## src/design/io_pkg.sv

```systemverilog
package io_pkg;

  ////////////////////
  // Bus types
  ////////////////////

  typedef logic [10:0] io_addr_t;
  typedef logic [31:0] io_word_t;

  // One access as the CPU-side master presents it.
  typedef struct packed {
    logic     read;
    logic     write;
    io_addr_t address;
    io_word_t wdata;
    logic [3:0] be;
  } io_req_t;

  // What each peripheral sees. Strobes are one cycle wide.
  typedef struct packed {
    logic     read;
    logic     write;
    logic     reg_sel;
    io_word_t wdata;
    logic [3:0] be;
  } periph_req_t;

  typedef enum logic [2:0] {
    region_uart0,
    region_uart1,
    region_switch,
    region_spi,
    region_none
  } io_region_e;

  ////////////////////
  // Register map
  ////////////////////

  localparam io_addr_t uart0_hi  = 11'h007;
  localparam io_addr_t uart1_lo  = 11'h008;
  localparam io_addr_t uart1_hi  = 11'h00f;
  localparam io_addr_t switch_lo = 11'h010;
  localparam io_addr_t switch_hi = 11'h013;
  localparam io_addr_t spi_lo    = 11'h020;
  localparam io_addr_t spi_hi    = 11'h027;

  // Status word bit positions.
  localparam int uart_stat_tx_busy  = 0;
  localparam int uart_stat_rx_valid = 1;
  localparam int spi_stat_busy      = 0;
  localparam int spi_stat_wp        = 1;

endpackage

```

## src/design/io_decoder.sv

```systemverilog
`timescale 1ns/1ps

module io_decoder (
  input  logic                clk,
  input  logic                rst_n,
  input  io_pkg::io_req_t     req,
  input  logic [15:0]         sw,
  input  io_pkg::io_word_t    uart0_rdata,
  input  io_pkg::io_word_t    uart1_rdata,
  input  io_pkg::io_word_t    spi_rdata,
  output io_pkg::periph_req_t uart0_req,
  output io_pkg::periph_req_t uart1_req,
  output io_pkg::periph_req_t spi_req,
  output io_pkg::io_word_t    data_out,
  output logic                wait_out
);
  import io_pkg::*;

  io_region_e  region;
  logic [1:0]  io_delay;
  logic [15:0] sw_meta;
  logic [15:0] sw_sync;
  logic        rd_go;
  logic        wr_go;
  periph_req_t base_req;

  always_comb begin
    if (req.address <= uart0_hi)
      region = region_uart0;
    else if (req.address >= uart1_lo && req.address <= uart1_hi)
      region = region_uart1;
    else if (req.address >= switch_lo && req.address <= switch_hi)
      region = region_switch;
    else if (req.address >= spi_lo && req.address <= spi_hi)
      region = region_spi;
    else
      region = region_none;
  end

  // The delay register drains toward zero while an access is held, so the
  // first cycle of any access sees wait high and the rest see it low.
  always_ff @(posedge clk or negedge rst_n) begin
    if (!rst_n) begin
      io_delay <= 2'b11;
    end else if (req.read || req.write) begin
      io_delay <= {io_delay[0], 1'b0};
    end else begin
      io_delay <= 2'b11;
    end
  end

  assign wait_out = io_delay[0];
  assign rd_go    = req.read & ~wait_out;
  assign wr_go    = req.write & ~wait_out;

  assign base_req = '{read: 1'b0, write: 1'b0, reg_sel: req.address[0],
                      wdata: req.wdata, be: req.be};

  always_comb begin
    uart0_req       = base_req;
    uart1_req       = base_req;
    spi_req         = base_req;
    uart0_req.read  = rd_go && (region == region_uart0);
    uart0_req.write = wr_go && (region == region_uart0);
    uart1_req.read  = rd_go && (region == region_uart1);
    uart1_req.write = wr_go && (region == region_uart1);
    spi_req.read    = rd_go && (region == region_spi);
    spi_req.write   = wr_go && (region == region_spi);
  end

  // Switches are asynchronous to the bus clock.
  always_ff @(posedge clk or negedge rst_n) begin
    if (!rst_n) begin
      sw_meta <= '0;
      sw_sync <= '0;
    end else begin
      sw_meta <= sw;
      sw_sync <= sw_meta;
    end
  end

  always_comb begin
    unique case (region)
      region_uart0:  data_out = uart0_rdata;
      region_uart1:  data_out = uart1_rdata;
      region_switch: data_out = {16'h0000, sw_sync};
      region_spi:    data_out = spi_rdata;
      default:       data_out = '0;
    endcase
  end

endmodule

```

## src/design/uart_port.sv

```systemverilog
`timescale 1ns/1ps

module uart_port #(
  parameter int clks_per_bit = 16
) (
  input  logic                clk,
  input  logic                rst_n,
  input  io_pkg::periph_req_t req,
  input  logic                rx,
  output logic                tx,
  output io_pkg::io_word_t    rdata,
  output logic [1:0]          irq
);
  import io_pkg::*;

  localparam int cnt_w = $clog2(clks_per_bit + 1);
  localparam logic [cnt_w-1:0] bit_last  = cnt_w'(clks_per_bit - 1);
  localparam logic [cnt_w-1:0] half_last = cnt_w'(clks_per_bit / 2 - 1);

  logic             tx_busy;
  logic             tx_idle;
  logic [9:0]       tx_shift;
  logic [3:0]       tx_bit_cnt;
  logic [cnt_w-1:0] tx_baud_cnt;
  logic             tx_load;

  logic             rx_meta;
  logic             rx_sync;
  logic             rx_active;
  logic [3:0]       rx_bit_cnt;
  logic [cnt_w-1:0] rx_baud_cnt;
  logic             rx_sample;
  logic             rx_done;
  logic             rx_valid;
  logic [7:0]       rx_shift;
  logic [7:0]       rx_data;

  ////////////////////
  // Transmitter
  ////////////////////

  assign tx_load = req.write && !req.reg_sel && req.be[0] && !tx_busy;
  assign tx      = tx_shift[0];

  always_ff @(posedge clk or negedge rst_n) begin
    if (!rst_n) begin
      tx_busy     <= 1'b0;
      tx_idle     <= 1'b0;
      tx_shift    <= '1;
      tx_bit_cnt  <= '0;
      tx_baud_cnt <= '0;
    end else if (tx_load) begin
      tx_busy     <= 1'b1;
      tx_idle     <= 1'b0;
      // Stop bit, data LSB first, start bit.
      tx_shift    <= {1'b1, req.wdata[7:0], 1'b0};
      tx_bit_cnt  <= '0;
      tx_baud_cnt <= '0;
    end else if (tx_busy) begin
      if (tx_baud_cnt == bit_last) begin
        tx_baud_cnt <= '0;
        tx_shift    <= {1'b1, tx_shift[9:1]};
        if (tx_bit_cnt == 4'd9) begin
          tx_busy <= 1'b0;
          tx_idle <= 1'b1;
        end else begin
          tx_bit_cnt <= tx_bit_cnt + 4'd1;
        end
      end else begin
        tx_baud_cnt <= tx_baud_cnt + 1'b1;
      end
    end else begin
      tx_idle <= 1'b1;
    end
  end

  ////////////////////
  // Receiver
  ////////////////////

  // Sample 0 is the start bit, 1 to 8 are data and 9 is the stop bit.
  assign rx_sample = rx_active && (rx_baud_cnt == '0);
  assign rx_done   = rx_sample && (rx_bit_cnt == 4'd9) && rx_sync;

  always_ff @(posedge clk or negedge rst_n) begin
    if (!rst_n) begin
      rx_meta     <= 1'b1;
      rx_sync     <= 1'b1;
      rx_active   <= 1'b0;
      rx_bit_cnt  <= '0;
      rx_baud_cnt <= '0;
      rx_valid    <= 1'b0;
    end else begin
      rx_meta <= rx;
      rx_sync <= rx_meta;
      if (req.read && !req.reg_sel)
        rx_valid <= 1'b0;
      if (!rx_active) begin
        if (!rx_sync) begin
          rx_active   <= 1'b1;
          rx_bit_cnt  <= '0;
          rx_baud_cnt <= half_last;
        end
      end else if (rx_sample) begin
        rx_baud_cnt <= bit_last;
        rx_bit_cnt  <= rx_bit_cnt + 4'd1;
        // A start bit that is high again at mid-bit was a glitch.
        if ((rx_bit_cnt == 4'd0 && rx_sync) || rx_bit_cnt == 4'd9)
          rx_active <= 1'b0;
        if (rx_done)
          rx_valid <= 1'b1;
      end else begin
        rx_baud_cnt <= rx_baud_cnt - 1'b1;
      end
    end
  end

  always_ff @(posedge clk) begin
    if (rx_sample && rx_bit_cnt != 4'd0 && rx_bit_cnt != 4'd9)
      rx_shift <= {rx_sync, rx_shift[7:1]};
    if (rx_done)
      rx_data <= rx_shift;
  end

  always_comb begin
    rdata = '0;
    if (!req.reg_sel) begin
      rdata[8:0] = {rx_valid, rx_data};
    end else begin
      rdata[uart_stat_tx_busy]  = tx_busy;
      rdata[uart_stat_rx_valid] = rx_valid;
    end
  end

  assign irq = {tx_idle, rx_valid};

endmodule

```

## src/design/spi_master.sv

```systemverilog
`timescale 1ns/1ps

module spi_master #(
  parameter int spi_half_period = 4
) (
  input  logic                clk,
  input  logic                rst_n,
  input  io_pkg::periph_req_t req,
  input  logic                miso,
  input  logic                wp_n,
  output logic                mosi,
  output logic                sclk,
  output logic [7:0]          selects,
  output io_pkg::io_word_t    rdata
);
  import io_pkg::*;

  localparam int cnt_w = $clog2(spi_half_period + 1);
  localparam logic [cnt_w-1:0] half_last = cnt_w'(spi_half_period - 1);

  logic             busy;
  logic [cnt_w-1:0] half_cnt;
  logic [3:0]       edge_cnt;
  logic             start;
  logic             tick;
  logic             rise;
  logic             fall;
  logic             last;
  logic [7:0]       tx_shift;
  logic [7:0]       rx_shift;
  logic [7:0]       rx_byte;
  logic [1:0]       status;

  assign start = req.write && !req.reg_sel && !busy;
  assign tick  = busy && (half_cnt == half_last);
  assign rise  = tick && !sclk;
  assign fall  = tick && sclk;
  // Sixteen half periods make one byte.
  assign last  = fall && (edge_cnt == 4'd15);

  always_ff @(posedge clk or negedge rst_n) begin
    if (!rst_n) begin
      busy     <= 1'b0;
      half_cnt <= '0;
      edge_cnt <= '0;
      sclk     <= 1'b0;
      mosi     <= 1'b0;
    end else if (start) begin
      busy     <= 1'b1;
      half_cnt <= '0;
      edge_cnt <= '0;
      mosi     <= req.wdata[7];
    end else if (busy) begin
      if (tick) begin
        half_cnt <= '0;
        sclk     <= ~sclk;
        edge_cnt <= edge_cnt + 4'd1;
        if (last)
          busy <= 1'b0;
        else if (fall)
          mosi <= tx_shift[7];
      end else begin
        half_cnt <= half_cnt + 1'b1;
      end
    end
  end

  // Selects are active low and idle high.
  always_ff @(posedge clk or negedge rst_n) begin
    if (!rst_n) begin
      selects <= 8'hff;
    end else if (req.write && req.reg_sel && req.be[0]) begin
      selects <= req.wdata[7:0];
    end
  end

  always_ff @(posedge clk) begin
    if (start)
      tx_shift <= {req.wdata[6:0], 1'b0};
    else if (fall && !last)
      tx_shift <= {tx_shift[6:0], 1'b0};
    if (rise)
      rx_shift <= {rx_shift[6:0], miso};
    if (last)
      rx_byte <= rx_shift;
  end

  always_comb begin
    status                = '0;
    status[spi_stat_busy] = busy;
    status[spi_stat_wp]   = wp_n;
  end

  always_comb begin
    if (!req.reg_sel)
      rdata = {24'h000000, rx_byte};
    else
      rdata = {22'h000000, status, selects};
  end

endmodule

```

## src/design/io_controller.sv

```systemverilog
`timescale 1ns/1ps

module io_controller #(
  parameter int clks_per_bit    = 16,
  parameter int spi_half_period = 4
) (
  input  logic             clk,
  input  logic             rst_n,
  input  logic             read,
  input  logic             write,
  input  io_pkg::io_addr_t address,
  input  io_pkg::io_word_t data_in,
  input  logic [3:0]       be,
  output io_pkg::io_word_t data_out,
  output logic             wait_out,
  input  logic             rx0,
  input  logic             rx1,
  output logic             tx0,
  output logic             tx1,
  input  logic             miso,
  output logic             mosi,
  output logic             sclk,
  input  logic             sd_wp_n,
  output logic [7:0]       spi_selects,
  output logic [1:0]       interrupt,
  input  logic [15:0]      sw
);
  import io_pkg::*;

  io_req_t     bus_req;
  periph_req_t uart0_req;
  periph_req_t uart1_req;
  periph_req_t spi_req;
  io_word_t    uart0_rdata;
  io_word_t    uart1_rdata;
  io_word_t    spi_rdata;

  assign bus_req = '{read: read, write: write, address: address, wdata: data_in, be: be};

  io_decoder u_decoder (
    .clk, .rst_n, .req(bus_req), .sw,
    .uart0_rdata, .uart1_rdata, .spi_rdata,
    .uart0_req, .uart1_req, .spi_req,
    .data_out, .wait_out
  );

  // Only port 0 raises interrupts.
  uart_port #(.clks_per_bit(clks_per_bit)) u_uart0 (
    .clk, .rst_n, .req(uart0_req), .rx(rx0), .tx(tx0),
    .rdata(uart0_rdata), .irq(interrupt)
  );

  uart_port #(.clks_per_bit(clks_per_bit)) u_uart1 (
    .clk, .rst_n, .req(uart1_req), .rx(rx1), .tx(tx1),
    .rdata(uart1_rdata), .irq()
  );

  spi_master #(.spi_half_period(spi_half_period)) u_spi (
    .clk, .rst_n, .req(spi_req), .miso, .wp_n(sd_wp_n),
    .mosi, .sclk, .selects(spi_selects), .rdata(spi_rdata)
  );

endmodule

```

## config.mk

```make
export PLATFORM = sky130hd
export DESIGN_NAME = io_controller
export DESIGN_NICKNAME = d
export VERILOG_FILES = /design/src/design/io_pkg.sv /design/src/design/io_decoder.sv /design/src/design/uart_port.sv /design/src/design/spi_master.sv /design/src/design/io_controller.sv
export SDC_FILE = /design/constraint.sdc
export NUM_CORES = 1
export LEC_CHECK = 0
export ABC_CLOCK_PERIOD_IN_PS = 3750
export BUFFER_PORTS_ARGS = -buffer_cell sky130_fd_sc_hd__buf_2
export CAP_MARGIN = 20
export CORE_ASPECT_RATIO = 1.25
export CORE_UTILIZATION = 56
export CTS_CLUSTER_DIAMETER = 30
export DETAILED_ROUTE_END_ITERATION = 6
export GPL_ROUTABILITY_DRIVEN = 0
export PLACE_DENSITY = 0.79
export SYNTH_ARGS = -nofsm -noshare
export SYNTH_HDL_FRONTEND = slang
export SYNTH_SLANG_ARGS = --single-unit
```

## constraint.sdc

```tcl
create_clock -name clk -period 3.75 [get_ports clk]
set_input_delay 0.5625 -clock clk [delete_from_list [all_inputs] [get_ports clk]]
set_output_delay 0.5625 -clock clk [all_outputs]
set_load 0.01 [all_outputs]
```

# --- After elaboration in Yosys (flattened, before gate mapping) ---
# Cells that the tools add are included.
totals:
  regBits: 173
  input_bits: 71
  out_inout_bits: 47
  wordCells: 240
classes:
  n_addsub: 10
  n_lt_le_gt_ge: 7
  n_eq_ne: 22
  n_mux: 88
  bitwise: 5
  n_reduce_logical: 71
op_table:
  columns: ["cell", "count"]
  rows:
  - ["32-bit case mux with 4 select lines", 1]
  - ["10-bit two-way mux", 7]
  - ["4-bit two-way mux", 17]
  - ["5-bit two-way mux", 12]
  - ["1-bit two-way mux", 38]
  - ["1-bit logical AND", 37]
  - ["3-bit two-way mux", 7]
  - ["4-bit by 1-bit adder with 4-bit output, second input constant", 5]
  - ["4-bit == test, second input constant", 5]
  - ["8-bit two-way mux", 2]
  - ["2-bit nonzero test", 8]
  - ["7-bit two-way mux", 2]
  - ["2-bit AND reduction", 6]
  - ["11-bit by 4-bit >= comparator with 1-bit output, second input constant", 1]
  - ["11-bit by 5-bit >= comparator with 1-bit output, second input constant", 1]
  - ["11-bit by 6-bit >= comparator with 1-bit output, second input constant", 1]
  - ["11-bit by 3-bit less-or-equal comparator with 1-bit output, second input constant", 1]
  - ["11-bit by 4-bit less-or-equal comparator with 1-bit output, second input constant", 1]
  - ["11-bit by 5-bit less-or-equal comparator with 1-bit output, second input constant", 1]
  - ["11-bit by 6-bit less-or-equal comparator with 1-bit output, second input constant", 1]
  - ["5-bit by 1-bit adder with 5-bit output, second input constant", 2]
  - ["5-bit by 4-bit == test with 1-bit output, second input constant", 2]
  - ["5-bit logical NOT", 2]
  - ["5-bit by 1-bit subtractor with 5-bit output, second input constant", 2]
  - ["other kinds (17)", 41]

# --- Logic depth before layout (Yosys ltp) ---
depth:
  word_depth: 13
  mapped_depth: 7
  mapped_depth_nobuf: 6

# --- Cells and area by module ---
# Synthesis repeated with hierarchy kept, for this count alone.
hier_totals:
  cells_unflattened: 918
  hier_area_um2: 10252.3
modules_own_cells:
  columns: ["mod", "n_inst", "cells_each", "area_each_um2", "seq_area_each_um2"]
  rows:
  - ["io_decoder", 1, 363, 3331.9, 827.0]
  - ["uart_port at u_uart1", 1, 211, 2528.7, 1320.0]
  - ["uart_port at u_uart0", 1, 211, 2503.7, 1320.0]
  - ["spi_master", 1, 133, 1888.1, 1151.1]

# --- Worst setup path after synthesis ---
# Ideal clock, no wire load.
synth_path:
  kind: "reg2reg"
  startpoint: "reg u_uart1.rx_baud_cnt[0]"
  endpoint: "reg u_uart1.rx_data[0], enable pin"
  setup_time_ns: 0.398
  arrival_time_ns: 2.541
  required_ns: 3.352
  setup_slack_ns: 0.811
  path_stages_with_launch: 7
  n_path_buf: 1
  period_less_slack_ns: 2.939
  cell_sequence: "dfrtp_1 inv_1 ha_1 or4bb_1 or2_2 clkbuf_1 nor4_1"
synth_between:
  elab_chain_len: 4
synth_rtl:
  columns: ["element", "line", "text"]
  rows:
  - ["start: declaration", "uart_port.sv:31", "logic [cnt_w-1:0] rx_baud_cnt;"]
  - ["start signal: assignment", "uart_port.sv:102", "rx_baud_cnt <= half_last;"]
  - ["start signal: assignment", "uart_port.sv:105", "rx_baud_cnt <= bit_last;"]
  - ["start signal: assignment", "uart_port.sv:113", "rx_baud_cnt <= rx_baud_cnt - 1'b1;"]
  - ["5-bit logical NOT", "uart_port.sv:82", "assign rx_sample = rx_active && (rx_baud_cnt == '0);"]
  - ["1-bit logical AND", "uart_port.sv:82", null]
  - ["1-bit logical AND (2 in series)", "uart_port.sv:83", "assign rx_done = rx_sample && (rx_bit_cnt == 4'd9) && rx_sync;"]
  - ["net u_uart1.rx_done", "uart_port.sv:33", "logic rx_done;"]
  - ["end signal: assignment", "uart_port.sv:122", "rx_data <= rx_shift;"]
  - ["end: declaration", "uart_port.sv:36", "logic [7:0] rx_data;"]
# The timed path passes the listed nets, and every way through them passes these cells.
# A chain may end at the register's enable or synchronous reset.

# --- Final worst setup path ---
layout_path:
  startpoint: "in address[8]"
  endpoint: "out data_out[1]"
layout_between:
  elab_chain_len: 8
  elab_cells_between_ends: 19
  cone_classes: "order compare: 7; eq/ne: 3; mux: 5; reduce/logical: 4"
layout_rtl:
  columns: ["element", "line", "text"]
  rows:
  - ["start: declaration", "io_controller.sv:11", "input io_pkg::io_addr_t address,"]
  - ["11-bit by 6-bit >= comparator with 1-bit output / 11-bit by 6-bit less-or-equal comparator with 1-bit output (equally long branches)", "io_decoder.sv:34", "else if (req.address >= spi_lo && req.address <= spi_hi)"]
  - ["1-bit logical AND", "io_decoder.sv:34", null]
  - ["3-bit two-way mux", "io_decoder.sv:34", null]
  - ["3-bit two-way mux", "io_decoder.sv:32", "else if (req.address >= switch_lo && req.address <= switch_hi)"]
  - ["3-bit two-way mux", "io_decoder.sv:30", "else if (req.address >= uart1_lo && req.address <= uart1_hi)"]
  - ["3-bit two-way mux *", "io_decoder.sv:28", "if (req.address <= uart0_hi)"]
  - ["3-bit by 2-bit == test with 1-bit output (tied with other cells)", null, null]
  - ["32-bit case mux with 4 select lines *", "io_decoder.sv:83", "unique case (region)"]
  - ["end: declaration", "io_controller.sv:14", "output io_pkg::io_word_t data_out,"]
# Mark *: on every way between the ends. The rest lies on a longest branch, timed or not.

==> reports/results.tsv <==
stage	metric	value	unit
status	run status	complete, no violations	
finish	filler instances	944	
worst_setup_path	Crit Path Category	input pin to output pin	
finish	area of the multi-input gates	0.002452	mm²
floorplanning	DIE AREA	0.01358	mm²
clock_network	CTS resizes	0	
worst_setup_path	worst-path fanout max	16	
grt	GRT Overall Usage	0.2460	
timing	Final Hold Fails	0	
route	Iteration-0 DRC Markers	381	
finish	utilization after layout	0.6588	
route	drt pass-1 iters	5	
clock_network	CTS tree	yes	
worst_setup_path	CP Data Arrival Time	2.34	ns
yosys	Synth Cell Area	0.007346	mm²
yosys	synth top area cells	dfrtp_1 29%, edfxtp_1 22%, dfstp_2 11%	
route	Via Count	5000	
yosys	Synth Instances	599	
worst_setup_path	critical path endpoint category	output pin	
yosys	Synth area leader	dfrtp_1	
place	placed cell areas	0.007790	mm²
route	DR vias/cell	5.882	
floorplanning	num ports	118	
timing	post-route clock period utilization	0.7734	
timing	minimum clock period after layout	2.900	ns
finish	commonest non-fill, non-tap cell in the layout	dfrtp_1	
finish	# diodes	0	
worst_setup_path	Most Frequent Cell on Critical Path	buf_2	
grt	aggregate global routing overflow	0	
timing	unrepaired setup endpoints after global routing	false	
worst_setup_path	number of buffers and inverters on the critical path	3	
yosys	synth unique cells	62	
timing	relative slew slack	0.4713	
grt	vias in the first global route	5028	
yosys	Post-synth top flop	dfrtp_1	
power	Pwr Total	4.638	mW
finish	most frequent cells in the layout	85 x dfrtp_1, 72 x buf_2, 55 x edfxtp_1	
yosys	Synth Register Bits	171	
floorplanning	Initial Util	0.5775	
yosys	share of the synthesized area in the top cell type	0.2896	
yosys	Seq/Total Area, Yosys	0.6253	
hold_path	Min-Delay Path Class	input pin to async pin	
grt	first-pass GRT wire length	25.17	mm
worst_setup_path	Crit path required time	3.19	ns
clock_network	Post-CTS Setup Inserts	0	
yosys	FFs w/ async S/R, synth	0.6784	
timing	Max Freq	344.8	MHz
route	antenna-violating nets left	0	
worst_setup_path	crit-path cells	buf_2, or4_1, nor3_1, buf_4, a22oi_1, o21ai_0, buf_2	
timing	final setup fails	0	
floorplanning	area of the core	0.01272	mm²
floorplanning	die width	104.4	µm
grt	initial antenna violation count	0	
clock_network	Root Driver	clkbuf_16	
yosys	Avg Inst Size Synth	12.26	µm²
clock_network	CTS Buf Count	17	
timing	worst slew pin tran	0.7901	ns
route	DRC	0	
place	Detailed Place HPWL	10.86	mm
route	routed wire length per instance	18.38	µm
power	LEAKAGE	3.600	nW
power	Pwr per Cell Area	553.5	mW/mm²
yosys	yosys warns	0	
timing	sum of negative setup slack	0	ns
clock_network	Clk Latency, worst-skew pair	0.43	ns
place	Cells after DPL	818	
worst_setup_path	crit-path leading delay family	simple AND/OR/NAND/NOR gates	
clock_network	Clock Path Buffers	2	
flow_run	Max Cap Viol	0	
finish	share of cells above drive strength 1	0.2346	
finish	FF/Latch Area	0.004593	mm²
timing	skew final	0.01100	ns
route	Routed WL	15.62	mm
clock_network	Post-CTS Hold Buffers	0	
worst_setup_path	CP peak stage delay	0.69	ns
finish	Final Instance Count excl. Fillers	850	
finish	Nets	756	
worst_setup_path	Worst setup SP type	input pin	
yosys	number of synthesized flops with an enable pin	55	
finish	area delta synth->final	14.07	%
worst_setup_path	CP max-delay cell	or4_1	
timing	Slew Viols, Final	0	
floorplanning	row cnt	46	
clock_network	H-tree lvl count	4	
finish	Finished Cell Area	0.008379	mm²
clock_network	CTS Sinks	171	
place	port bufs	73	
floorplanning	Die H	130.1	µm
power	worst vdd ir	0.0003838	V
clock_network	CTS clk-pin slew, worst paths	0.06	ns
grt	largest net degree at the start of global routing	60	
-- Yosys cell counts, types with 3 or more instances --
cell	count
xor2_1	6
a32oi_1	5
nand2b_1	3
a21oi_1	16
o311ai_1	7
a31oi_1	11
inv_1	24
or3_1	3
dfstp_2	31
ha_1	16
mux2i_1	20
buf_2	3
clkbuf_1	19
buf_4	18
xnor2_1	6
a21o_1	4
a32o_1	3
edfxtp_1	55
nor4_1	7
nand2_1	37
o31ai_1	6
buf_6	3
nand3_1	29
a221o_1	6
a22oi_1	3
nor2b_1	3
o21ai_0	30
nor3b_1	4
nand3b_1	5
nand4_1	10
a22o_1	5
dfrtp_1	85
nor3_1	12
and3_1	11
nor2_1	30
o21a_1	4
mux2_2	9
o22ai_1	5
and2_1	16
-- cell type report --
cell class                 instances  area share
sequential                       171      0.5482
multi-input combinational        373      0.2927
timing repair buffer              81     0.05256
inverter                          25     0.01120
tap                              168     0.02509
clock inverter                    14     0.01911
clock buffer                      18     0.05122
-- through the flow --
stage                     setup slack, ns  hold WS (ns)
after global routing               0.7841        0.2062
after floorplan                    0.8110        0.2669
after detailed placement           0.8931        0.3365
final                              0.8498        0.1826
after CTS                          0.8851        0.2097
after global placement             0.8898        0.3324
-- routing by layer --
layer,wire [µm],track usage,up-vias,share of wire
li1,-,-,2302,-
met1,6251,0.2963,2512,0.40
met2,8171,0.4176,152,0.52
met3,774,0.06294,34,0.050
met4,422,0.1168,0,0.027
met5,0,0,-,0
-- power breakdown --
part,switching (mW),internal (mW),leakage [nW]
combinational,0.326,0.267,1.49
sequential,0.157,2.14,1.83
clock,0.754,0.994,0.286
total,1.24,3.40,3.60
-- flip-flops by register name, indices dropped and copies added, names as in the netlist, 7 cells and up --
signal / cells
u_spi.rx_shift: 8
u_uart1.tx_shift: 9
u_spi.rx_byte: 8
u_uart0.rx_data: 8
u_decoder.sw_sync: 16
u_uart1.rx_data: 8
u_spi.selects: 8
u_decoder.sw_meta: 16
u_uart0.tx_shift: 9
u_uart0.rx_shift: 8
u_spi.tx_shift: 7
u_uart1.rx_shift: 8
-- final timing paths --
| check | cells past startpoint | endpoint | from | slack [ns] |
|---|---|---|---|---|
| setup reg to reg | 5 | u_uart1.rx_shift[0]$_DFFE_PP_ | u_uart1.rx_baud_cnt[0]$_DFFE_PN0P_ | 1.17 |
| setup / recovery | 7 | data_out[1] | address[8] | 0.85 |
| min in group clk | 1 | u_uart0.rx_meta$_DFF_PN1_ | rx0 | 0.22 |
| hold / removal | 1 | u_uart1.tx_baud_cnt[2]$_DFFE_PN0P_ | rst_n | 0.18 |
| max in group asynchronous | 2 | u_spi.selects[5]$_DFFE_PN1P_ | rst_n | 2.74 |
| hold reg to reg | 0 | u_decoder.sw_sync[3]$_DFF_PN0_ | u_decoder.sw_meta[3]$_DFF_PN0_ | 0.35 |
-- logic make-up after synthesis --
logic type / Yosys count / share of synthesized area
other: 1 / 0.0005105
AND/OR/NAND/NOR: 188 / 0.1383
AO/OA/AOI/OAI: 112 / 0.1048
flip-flops: 171 / 0.6253
multiplexers: 29 / 0.04105
XOR/XNOR: 12 / 0.01431
adder cells (fa/ha/maj): 16 / 0.02725
buffers and inverters: 70 / 0.04854
No activity file was read; power rests on OpenSTA's default activity.
